## src/common/lane_defines.svh

```systemverilog
// Width and depth macros for the vector lane
// Register file geometry follows from register and thread widths

`ifndef LANE_DEFINES_SVH
`define LANE_DEFINES_SVH

// Data word
`define LANE_DATA_W 32

// Registers per thread window
`define LANE_REG_BITS 4

// Thread ID selects the register window
`define LANE_THREAD_BITS 2

// Physical register index, thread above register number
`define LANE_INDEX_W (`LANE_REG_BITS + `LANE_THREAD_BITS)

// Words per bank, the index space split over even and odd banks
`define LANE_BANK_DEPTH ((1 << `LANE_INDEX_W) / 2)

`endif

```

## src/common/lane_pkg.sv

```systemverilog
// Opcode enum and the packed records that travel between lane stages

`include "lane_defines.svh"

package lane_pkg;

	typedef logic [`LANE_DATA_W-1:0]      lane_data_t;
	typedef logic [`LANE_REG_BITS-1:0]    lane_reg_t;
	typedef logic [`LANE_INDEX_W-1:0]     lane_idx_t;
	// Word address inside one bank, index without its bank bit
	typedef logic [`LANE_INDEX_W-2:0]     lane_addr_t;

	typedef enum logic [2:0] {
		OP_ADD  = 3'd0,
		OP_SUB  = 3'd1,
		OP_AND  = 3'd2,
		OP_XOR  = 3'd3,
		OP_LDI  = 3'd4,
		OP_MOVS = 3'd5
	} lane_op_e;

	// Command from the scalar unit
	typedef struct packed {
		lane_op_e   op;
		lane_reg_t  dst;
		lane_reg_t  src1;
		lane_reg_t  src2;
		lane_data_t imm;
	} lane_cmd_t;

	// Stage 1 output, physical indices and bank selects
	typedef struct packed {
		logic       valid;
		lane_op_e   op;
		lane_data_t imm;
		lane_idx_t  dst;
		lane_addr_t src1_addr;
		logic       src1_odd;
		lane_addr_t src2_addr;
		logic       src2_odd;
	} lane_index_t;

	// Stage 2 output, operands read from the banks
	typedef struct packed {
		logic       valid;
		lane_op_e   op;
		lane_data_t imm;
		lane_idx_t  dst;
		lane_data_t src1_data;
		lane_data_t src2_data;
	} lane_operand_t;

	// Retire record, also the register file write port
	typedef struct packed {
		logic       valid;
		logic       wrote;
		lane_idx_t  index;
		lane_data_t data;
	} lane_commit_t;

endpackage

```

## src/hw/cmd_capture.sv

```systemverilog
// Four-phase req/ack handshake with the scalar unit
// Stage 0 command register

`timescale 1ns/1ns

`include "lane_defines.svh"

module cmd_capture
	import lane_pkg::*;
(
	input  logic      clock,
	input  logic      reset,
	input  logic      cmd_req,
	input  lane_cmd_t cmd,
	output logic      cmd_ack,
	output logic      cmd_valid,
	output lane_cmd_t cmd_q
);

	logic ack_rise;

	// New request seen while ack is still low
	assign ack_rise = cmd_req & ~cmd_ack;

	////////////////////////////////////////////////////////////
	// Handshake state
	////////////////////////////////////////////////////////////

	// Ack follows req one cycle late, which gives both edges
	always_ff @(posedge clock) begin
		if (reset) begin
			cmd_ack   <= 1'b0;
			cmd_valid <= 1'b0;
		end else begin
			cmd_ack   <= cmd_req;
			cmd_valid <= ack_rise;
		end
	end

	////////////////////////////////////////////////////////////
	// Command register
	////////////////////////////////////////////////////////////

	// Loaded only on the ack rise, one token per handshake
	always_ff @(posedge clock) begin
		if (ack_rise) begin
			cmd_q <= cmd;
		end
	end

endmodule

```

## src/hw/exec_unit.sv

```systemverilog
// Stage 3 ALU and commit register
// Commit record doubles as the register file write-back

`timescale 1ns/1ns

`include "lane_defines.svh"

module exec_unit
	import lane_pkg::*;
(
	input  logic          clock,
	input  logic          reset,
	input  lane_operand_t operand,
	output lane_commit_t  commit
);

	lane_data_t result;
	logic       writes_rf;

	////////////////////////////////////////////////////////////
	// ALU
	////////////////////////////////////////////////////////////

	// Add and sub wrap at the word width
	always_comb begin
		case (operand.op)
			OP_ADD: begin
				result = operand.src1_data + operand.src2_data;
			end
			OP_SUB: begin
				result = operand.src1_data - operand.src2_data;
			end
			OP_AND: begin
				result = operand.src1_data & operand.src2_data;
			end
			OP_XOR: begin
				result = operand.src1_data ^ operand.src2_data;
			end
			OP_LDI: begin
				result = operand.imm;
			end
			OP_MOVS: begin
				// Register value goes out to the scalar side
				result = operand.src1_data;
			end
			default: begin
				result = '0;
			end
		endcase
	end

	// Move-to-scalar only reports, never writes back
	assign writes_rf = (operand.op != OP_MOVS);

	////////////////////////////////////////////////////////////
	// Commit register
	////////////////////////////////////////////////////////////

	always_ff @(posedge clock) begin
		if (reset) begin
			commit.valid <= 1'b0;
		end else begin
			commit.valid <= operand.valid;
		end
	end

	always_ff @(posedge clock) begin
		commit.wrote <= writes_rf;
		commit.index <= operand.dst;
		commit.data  <= result;
	end

endmodule

```

## src/hw/index_unit.sv

```systemverilog
// Stage 1 index calculation
// Windowed physical indices and even/odd bank selects

`timescale 1ns/1ns

`include "lane_defines.svh"

module index_unit
	import lane_pkg::*;
(
	input  logic                         clock,
	input  logic                         reset,
	input  logic [`LANE_THREAD_BITS-1:0] thread_id,
	input  logic                         cmd_valid,
	input  lane_cmd_t                    cmd_q,
	output lane_index_t                  index
);

	lane_idx_t dst_idx;
	lane_idx_t src1_idx;
	lane_idx_t src2_idx;

	// Thread ID on top picks the window
	assign dst_idx  = {thread_id, cmd_q.dst};
	assign src1_idx = {thread_id, cmd_q.src1};
	assign src2_idx = {thread_id, cmd_q.src2};

	always_ff @(posedge clock) begin
		if (reset) begin
			index.valid <= 1'b0;
		end else begin
			index.valid <= cmd_valid;
		end
	end

	// Payload, bit 0 is the bank and the rest the word address
	always_ff @(posedge clock) begin
		index.op        <= cmd_q.op;
		index.imm       <= cmd_q.imm;
		index.dst       <= dst_idx;
		index.src1_addr <= src1_idx[`LANE_INDEX_W-1:1];
		index.src1_odd  <= src1_idx[0];
		index.src2_addr <= src2_idx[`LANE_INDEX_W-1:1];
		index.src2_odd  <= src2_idx[0];
	end

endmodule

```

## src/hw/lane_top.sv

```systemverilog
// Lane top level
// Capture, index, register read and execute stages in a row

`timescale 1ns/1ns

`include "lane_defines.svh"

module lane_top
	import lane_pkg::*;
(
	input  logic                         clock,
	input  logic                         reset,
	input  logic [`LANE_THREAD_BITS-1:0] thread_id,
	input  logic                         cmd_req,
	input  lane_cmd_t                    cmd,
	output logic                         cmd_ack,
	output lane_commit_t                 commit
);

	logic          cmd_valid;
	lane_cmd_t     cmd_q;
	lane_index_t   index;
	lane_operand_t operand;

	// Stage 0
	cmd_capture i_cmd_capture (
		.clock     (clock),
		.reset     (reset),
		.cmd_req   (cmd_req),
		.cmd       (cmd),
		.cmd_ack   (cmd_ack),
		.cmd_valid (cmd_valid),
		.cmd_q     (cmd_q)
	);

	// Stage 1
	index_unit i_index_unit (
		.clock     (clock),
		.reset     (reset),
		.thread_id (thread_id),
		.cmd_valid (cmd_valid),
		.cmd_q     (cmd_q),
		.index     (index)
	);

	// Stage 2, written back from the commit record
	reg_file i_reg_file (
		.clock   (clock),
		.reset   (reset),
		.index   (index),
		.wb      (commit),
		.operand (operand)
	);

	// Stage 3
	exec_unit i_exec_unit (
		.clock   (clock),
		.reset   (reset),
		.operand (operand),
		.commit  (commit)
	);

endmodule

```

## src/regfile/reg_bank.sv

```systemverilog
// One register bank, two registered read ports and one write port

`timescale 1ns/1ns

`include "lane_defines.svh"

module reg_bank
	import lane_pkg::*;
(
	input  logic       clock,
	input  lane_addr_t rd_addr_a,
	input  lane_addr_t rd_addr_b,
	output lane_data_t rd_data_a,
	output lane_data_t rd_data_b,
	input  logic       we,
	input  lane_addr_t wr_addr,
	input  lane_data_t wr_data
);

	lane_data_t mem [`LANE_BANK_DEPTH];

	// Write port
	always_ff @(posedge clock) begin
		if (we) begin
			mem[wr_addr] <= wr_data;
		end
	end

	// Both reads registered, data valid one cycle after the address
	always_ff @(posedge clock) begin
		rd_data_a <= mem[rd_addr_a];
		rd_data_b <= mem[rd_addr_b];
	end

endmodule

```

## src/regfile/reg_file.sv

```systemverilog
// Stage 2 register read over even and odd banks
// Write-back steering from the commit record

`timescale 1ns/1ns

`include "lane_defines.svh"

module reg_file
	import lane_pkg::*;
(
	input  logic          clock,
	input  logic          reset,
	input  lane_index_t   index,
	input  lane_commit_t  wb,
	output lane_operand_t operand
);

	lane_data_t even_a;
	lane_data_t even_b;
	lane_data_t odd_a;
	lane_data_t odd_b;
	logic       we_even;
	logic       we_odd;
	lane_addr_t wr_addr;

	// Registered alongside the bank read data
	logic       valid_q;
	lane_op_e   op_q;
	lane_data_t imm_q;
	lane_idx_t  dst_q;
	logic       src1_odd_q;
	logic       src2_odd_q;

	////////////////////////////////////////////////////////////
	// Write-back steering
	////////////////////////////////////////////////////////////

	assign wr_addr = wb.index[`LANE_INDEX_W-1:1];
	assign we_even = wb.valid & wb.wrote & ~wb.index[0];
	assign we_odd  = wb.valid & wb.wrote & wb.index[0];

	// Port a serves src1, port b serves src2
	reg_bank i_bank_even (
		.clock     (clock),
		.rd_addr_a (index.src1_addr),
		.rd_addr_b (index.src2_addr),
		.rd_data_a (even_a),
		.rd_data_b (even_b),
		.we        (we_even),
		.wr_addr   (wr_addr),
		.wr_data   (wb.data)
	);

	reg_bank i_bank_odd (
		.clock     (clock),
		.rd_addr_a (index.src1_addr),
		.rd_addr_b (index.src2_addr),
		.rd_data_a (odd_a),
		.rd_data_b (odd_b),
		.we        (we_odd),
		.wr_addr   (wr_addr),
		.wr_data   (wb.data)
	);

	////////////////////////////////////////////////////////////
	// Operand register
	////////////////////////////////////////////////////////////

	always_ff @(posedge clock) begin
		if (reset) begin
			valid_q <= 1'b0;
		end else begin
			valid_q <= index.valid;
		end
	end

	always_ff @(posedge clock) begin
		op_q       <= index.op;
		imm_q      <= index.imm;
		dst_q      <= index.dst;
		src1_odd_q <= index.src1_odd;
		src2_odd_q <= index.src2_odd;
	end

	// Pick each operand from the bank it was read from
	always_comb begin
		operand.valid     = valid_q;
		operand.op        = op_q;
		operand.imm       = imm_q;
		operand.dst       = dst_q;
		operand.src1_data = src1_odd_q ? odd_a : even_a;
		operand.src2_data = src2_odd_q ? odd_b : even_b;
	end

endmodule

```

## config.mk

```make
export PLATFORM = sky130hd
export DESIGN_NAME = lane_top
export DESIGN_NICKNAME = d
export VERILOG_FILES = /design/src/common/lane_pkg.sv /design/src/hw/cmd_capture.sv /design/src/hw/exec_unit.sv /design/src/hw/index_unit.sv /design/src/hw/lane_top.sv /design/src/regfile/reg_bank.sv /design/src/regfile/reg_file.sv
export VERILOG_INCLUDE_DIRS = /design/src /design/src/common
export SDC_FILE = /design/constraint.sdc
export NUM_CORES = 2
export LEC_CHECK = 0
export BUFFER_PORTS_ARGS = -buffer_cell sky130_fd_sc_hd__buf_2
export CAP_MARGIN = 20
export CORE_MARGIN = 2
export CORE_UTILIZATION = 55
export DETAILED_ROUTE_END_ITERATION = 8
export HOLD_SLACK_MARGIN = 0.1
export PLACE_DENSITY = 0.72
export SLEW_MARGIN = 20
export SYNTH_ARGS = -nofsm -noshare
export SYNTH_HDL_FRONTEND = slang
export SYNTH_SLANG_ARGS = --single-unit
```

## constraint.sdc

```tcl
create_clock -name clock -period 6.4 [get_ports clock]
set_input_delay 0.32 -clock clock [delete_from_list [all_inputs] [get_ports clock]]
set_output_delay 0.32 -clock clock [all_outputs]
set_load 0.005 [all_outputs]
```

# Word-level counts from Yosys, hierarchy flattened
# Memories as Yosys holds them, arrays and structs flattened. A register that Yosys moved wholly into a read port is not among the register bits.
# Index checks and enable logic that the tools add are counted.
# W data, S select, Z words.
[op_classes]
n_addsub = 2
n_eq_ne = 6
n_mux = 7
bitwise_logic = 8
reduce_logical = 1
[ops]
columns = ["op", "n"]
rows = [
  ["$pmux W32 S6", 1],
  ["$mux W32", 2],
  ["$add A32 B32 Y32", 1],
  ["$and A32 B32 Y32", 1],
  ["$sub A32 B32 Y32", 1],
  ["$xor A32 B32 Y32", 1],
  ["$eq A3 B2 Y1 const B", 2],
  ["$eq A3 B3 Y1 const B", 2],
  ["$and A1 B1 Y1", 4],
  ["$mux W1", 4],
  ["$eq A3 B1 Y1 const B", 1],
  ["$logic_not A3 Y1", 1],
  ["$ne A3 B3 Y1 const B", 1],
  ["$not A1 Y1", 2],
]
[totals]
register_bits = 187
ram_bits = 2048
output_inout_bits = 41
mem_count = 2
[mem_list]
columns = ["memory", "depth", "word_bits", "rd", "rd_ports_with_merged_regs", "write_ports", "line", "source"]
rows = [
  ["i_reg_file.i_bank_even.mem", 32, 32, 2, 2, 1, "reg_bank.sv:20", "lane_data_t mem [`LANE_BANK_DEPTH];"],
  ["i_reg_file.i_bank_odd.mem", 32, 32, 2, 2, 1, "reg_bank.sv:20", ""],
]

# Depth between registers and ports, before layout
[depth]
word_depth = 4
ltp_mapped = 25

# Cells and area by module
# A second synthesis with hierarchy kept.
[hier_totals]
hier_cells = 7698
area_unflattened_um2 = 109208.5
[modules_own_cells]
columns = ["mod", "instances", "cells_each", "area_per_inst_um2"]
rows = [
  ["reg_bank", 2, 3450, 50070.5],
  ["exec_unit", 1, 571, 4548.1],
  ["reg_file", 1, 120, 1998.2],
  ["cmd_capture", 1, 52, 1476.4],
  ["index_unit", 1, 55, 1044.8],
]

# Worst setup path after synthesis
# OpenSTA, ideal clock, no wires.
[synth_timing]
kind = "register to register"
startpoint = "register i_reg_file.src2_odd_q"
endpoint = "register i_exec_unit.commit[29] (netlist name)"
setup_ns = 0.132
arrival_ns = 4.698
required_ns = 6.268
path_slack_ns = 1.570
stages_incl_launch_ff = 26
period_less_slack_ns = 4.830
path_cell_list = "dfxtp_1 > buf_6 > buf_8 > clkbuf_8 > clkbuf_1 > clkbuf_1 > mux2i_1 > ha_1 > o21ai_0 > nor3_1 > o21ai_1 > nor3_1 > nand3_1 > o21ai_0 > xor2_1 > ha_1 > clkbuf_1 > nand2_1 > nor2_1 > nand3_1 > nor2_1 > a211o_1 > a21oi_1 > o31ai_1 > xnor2_1 > o211ai_1"
[synth_via]
elab_chain_cells = 3
elab_cells_between_ends = 6
[synth_lines]
columns = ["item", "line", "source"]
rows = [
  ["from (decl)", "reg_file.sv:32", "logic src2_odd_q;"],
  ["from (signal assigned)", "reg_file.sv:82", "src2_odd_q <= index.src2_odd;"],
  ["$mux W32 *", "reg_file.sv:92", "operand.src2_data = src2_odd_q ? odd_b : even_b;"],
  ["$sub A32 B32 Y32, or another cell as far along", "exec_unit.sv:31", "result = operand.src1_data - operand.src2_data;"],
  ["$pmux W32 S6 *", "exec_unit.sv:26", "case (operand.op)"],
  ["named net i_exec_unit.result[29]", "exec_unit.sv:17", "lane_data_t result;"],
]
# Mark *: on every way through the listed nets, which the timed path passes. The rest lies on a longest branch.
# A chain may end at the register's enable or synchronous reset.

# Worst setup path in the final report
[layout_timing]
startpoint = "register i_reg_file.src2_odd_q"
endpoint = "register i_exec_unit.commit[22] (netlist name)"
[layout_via]
elab_chain_cells = 3
elab_cells_between_ends = 6
[layout_lines]
columns = ["item", "line"]
rows = [
  ["$mux W32 *", "reg_file.sv:92"],
  ["$sub A32 B32 Y32, or another cell as far along", "exec_unit.sv:31"],
  ["$pmux W32 S6 *", "exec_unit.sv:26"],
  ["named net i_exec_unit.result[22]", "exec_unit.sv:17"],
]
# Marked as above.

==> summary by stage <==
Timing
The actual slew at the worst max-slew pin is about 1.1 ns. The total count of hold-check failures in the final report came to 0. The number of pins exceeding their max-slew limit in the final report was 0. The achievable frequency is about 0.18 GHz. The setup TNS after final layout is 0 ns. The part of the cycle the worst path needs is ~85%. The worst slew margin relative to its limit is roughly a quarter. Setup repair after global routing left no endpoint under its margin.

Setup violations remaining at the end of the flow were counted as 0. On the final layout, the worst clock skew is around 0.030 ns. The final critical delay including setup and external delays is about 5.5 ns. Final hold analysis gives a worst-case slack of 0.150 ns.

Floorplanning
The count of standard-cell rows is 160. The number of top-level pins is 93. The starting density of the core is between 50% and 60%. From left edge to right edge, the die measures between 400 and 500 um. The core region is ~0.19 mm^2. The die area is between 0.15 and 0.2 mm^2. The y dimension of the die is between 400 and 500 um.

Synthesis
The most instantiated flip-flop cell in the synthesis netlist is edfxtp_1. The summed instance area of the synthesized netlist is 0.105 mm^2. In the synthesized netlist the async set-or-reset flop fraction comes to 0%. The cell taking the most area after synthesis is edfxtp_1. The number of flops mapped to enable cells by yosys is around 2100. The flip-flop and latch count after synthesis is 2359. The number of warning messages in the yosys log is 0. The synthesized area per cell is ~22 um^2.

The number of distinct standard cells referenced by the synthesized netlist is between 60 and 70. Counting every instance in the synthesized netlist gives 4782. In the post-synthesis netlist, the biggest area contributors are edfxtp_1 60%, mux4_2 28%, dfxtp_1 5.1%.

The post-synthesis sequential area ratio is between 60 and 70%. The number of nets handed over by synthesis was ~4900. The synthesized design devotes to its leading area cell type roughly 60% of total area.

Run
The number of violations of the max-capacitance limit is 0.

Global routing
For this run the aggregate overflow at the end of global routing stands at 0. The first-pass GRT wire length is 418 mm. The initial antenna violation count was 9. The number of global-route vias before repair came to ~56000. Global routing consumed, over all layers together, about 31% of the routing resources.

Entering global routing, the biggest net connects between 100 and 150 pins.

Place
During placement, the flow inserted port buffers numbering a little over 90. The count of placed standard cells including taps is between 7000 and 8000. At the end of routability-driven placement, the weighted congestion stood at about 0.92.

Detailed placement finished with a half-perimeter wire length of 163 mm.

Outcome
The flow ran to the end, and the final reports show no timing, DRC or antenna violations.

Power
The completed layout was analyzed and its total power is around 36 mW. The peak ir drop on the vdd network is 0.344 mV. Of the total power, combinational logic draws between 10% and 20%. Per report_power, the sequential group accounts for 51.6% of the total. Of the total power, the share spent switching nets is about a quarter.

The power density relative to cell area is between 300 and 400 mW/mm^2. The clock network is responsible for a little under two fifths of the overall power. The static leakage is 37.3 nW.

The cell-internal power is roughly 27 mW. For this design the total switching power over the nets is a little under 9 mW.

Drt
The detailed router finished its first iteration with 8597 violations. The routed layout has about 55000 vias. The wire length per cell is roughly 39 um. The first detailed-routing pass took 5 iterations. The residual DRC count is 0. The detail route stage leaves a number of antenna-violating nets equal to 0.

The routed design has ~300 mm of wire. The per-cell via count in the routed design is roughly 7.2.

Final layout
Once layout is complete, the utilization of the core stands at 61.9%. The number of non-filler instances in the completed layout is ~7700. In the final design database the tool counted 5107 nets. The layout cell share with drive strength beyond 1 is between 40% and 50%. The signed area change from the synthesized netlist to the final layout is 12.1%.

Critical path
Data on the critical path arrives at its endpoint at roughly 6.2 ns. Measured in cells, the most critical reg-to-reg path has a length of 16. STA classifies the critical path startpoint as a register. At the worst endpoint, the required time is 7.12 ns. The worst register-to-register path begins at i_reg_file.src2_odd_q. The worst register-to-register path has a setup slack of just over 0.9 ns.

The nature of the critical path endpoint is a register. The most critical setup path has its startpoint at i_reg_file.src2_odd_q. By startpoint and endpoint, the worst setup path is classified as reg2reg.

The endpoint identified for the worst register-to-register timing path is i_exec_unit.commit[22]. The most critical setup path has its endpoint at i_exec_unit.commit[22]. The highest fanout seen on the critical path is slightly below 60.

Clock network
For this design, the sink count on the clock tree is roughly 2400. For this design, the CTS-stage hold fixing added 65 buffers. The clock-pin slew on the worst setup and hold paths is around 0.070 ns. The longest clock path from root to sink contains 3 buffers. The clock root buffer master is clkbuf_16. Buffers inserted during clock tree synthesis total around 230.

At the later pin of the worst-skew pair, clock insertion delay measures approximately 0.9 ns. After clock tree synthesis, the setup repair step added 0 buffers. TritonCTS built the clock tree. The number of gates resized after CTS was 0. CTS built an H-tree with a depth of 4.

Min path
The worst hold path class is in2reg.
[kinds of logic (layout without fill, tap and decap cells)]
family          after synthesis  in the layout  share of synthesized area, %
other cells                   0              5                             0
xor+xnor                     54             54                         0.459
simple gates                250            250                          1.12
fa+ha+maj                    65             65                         0.785
flops                      2359           2359                          65.2
compound gates              216            216                          1.43
mux                        1478           1478                          29.7
buf+inv                     360            773                          1.34
[cell type report]
class	count	area, um^2
flip-flops and latches	2359	68300
clock buffers	312	6410
clock inverters	128	1280
repair buffers	311	2580
well taps	2511	3140
inverters	22	82.6
multi-input cells	2063	35500
diodes	5	12.5
fillers	12629	72300
[flip-flops by register name, indices dropped and copies added, names as in the netlist]
register                          count
i_reg_file.src2_odd_q                 1
i_cmd_capture.cmd_ack                 1
i_reg_file.valid_q                    1
i_index_unit.index                   50
i_cmd_capture.cmd_q                  47
i_reg_file.i_bank_odd.rd_data_a      32
i_cmd_capture.cmd_valid               1
i_reg_file.src1_odd_q                 1
i_exec_unit.commit                   40
i_reg_file.i_bank_even.mem         1024
i_reg_file.i_bank_odd.rd_data_b      32
i_reg_file.op_q                       3
i_reg_file.dst_q                      6
i_reg_file.i_bank_odd.mem          1024
i_reg_file.i_bank_even.rd_data_b     32
i_reg_file.i_bank_even.rd_data_a     32
i_reg_file.imm_q                     32
[cell usage in the layout, fill, tap and decap left out, types with 12 or more instances in the layout]
cell / count
a21o_1: 18
a21oi_1: 35
a221oi_1: 23
a22oi_1: 30
buf_12: 25
buf_2: 92
buf_4: 129
bufinv_16: 18
clkbuf_1: 56
clkbuf_16: 238
clkbuf_8: 18
clkinv_1: 18
clkinv_2: 52
clkinvlp_4: 12
dfxtp_1: 222
dfxtp_2: 23
dfxtp_4: 19
dlygate4sd3_1: 65
edfxtp_1: 2095
ha_1: 64
inv_1: 22
mux2_2: 180
mux2i_1: 17
mux4_2: 1280
nand2_1: 46
nand3_1: 15
nor2_1: 41
nor2_4: 64
nor2b_1: 16
nor3_1: 20
o21ai_0: 40
xnor2_1: 29
xor2_1: 24
[worst min path at each step]
| stage | start | endpoint | cells after the start | slack (ns) |
|---|---|---|---|---|
| finish | cmd[11] | i_cmd_capture.cmd_q[11] | 2 | 0.15 |
| global route | cmd[8] | i_cmd_capture.cmd_q[8] | 2 | 0.13 |
| CTS | cmd[45] | i_cmd_capture.cmd_q[45] | 2 | 0.10 |
| detailed placement | i_index_unit.index[21] | i_reg_file.imm_q[3] | 0 | 0.31 |
| global placement | i_reg_file.dst_q[4] | i_exec_unit.commit[36] | 0 | 0.31 |
| floorplan | i_reg_file.dst_q[0] | i_exec_unit.commit[32] | 0 | 0.31 |
[metrics by stage]
stage                     cell area (um^2)  worst slack (ns)
final                               117000             0.929
after global routing                117000             0.676
after CTS                           117000              1.15
after detailed placement            109000              1.20
after global placement              109000              1.21
after floorplan                     105000              1.57
[worst max-delay path, cell delays in order (launching register included)]
cell	delay [ns]
dfxtp_4	0.85
mux2i_1	0.38
ha_1	0.24
o21ai_0	0.19
nor3_1	0.30
o21ai_1	0.27
o21ai_0	0.27
xor2_1	0.22
ha_1	0.31
nand2_1	0.09
o21ai_0	0.13
a221oi_1	0.28
o21ai_0	0.25
a21boi_0	0.83
o21ai_0	0.33
xnor2_1	0.24
o22ai_1	0.11
[cells in the mapped netlist, types with 23 or more instances]
library cell	instances
o21ai_0	40
dfxtp_1	264
ha_1	64
nand2_1	46
mux4_2	1280
a22oi_1	30
nor2_1	106
a21oi_1	35
mux2_2	180
edfxtp_1	2095
clkbuf_1	227
xnor2_1	29
buf_1	106
a221oi_1	23
xor2_1	24
[metal layers]
| layer | GRT usage (%) | up-vias | wire, um | share of wire (%) |
|---|---|---|---|---|
| met1 | 45.1 | 29755 | 113000 | 38 |
| met3 | 6.34 | 556 | 32200 | 11 |
| li1 | - | 21402 | - | - |
| met5 | 0 | - | 182 | 0.061 |
| met4 | 11.1 | 12 | 11300 | 3.8 |
| met2 | 47.6 | 3573 | 140000 | 47 |
[power by group through the flow]
stage / Sequential (mW) / Combinational [mW] / Clock [mW]
3_5_place_dp: 18.9 / 3.63 / 0
6_report: 18.6 / 3.68 / 13.8
2_1_floorplan: 18.9 / 2.08 / 0
3_3_place_gp: 18.9 / 3.59 / 0
4_1_cts: 18.6 / 3.67 / 13.9
5_1_grt: 18.6 / 3.91 / 14.5
Power figures use the tool's default switching activity.
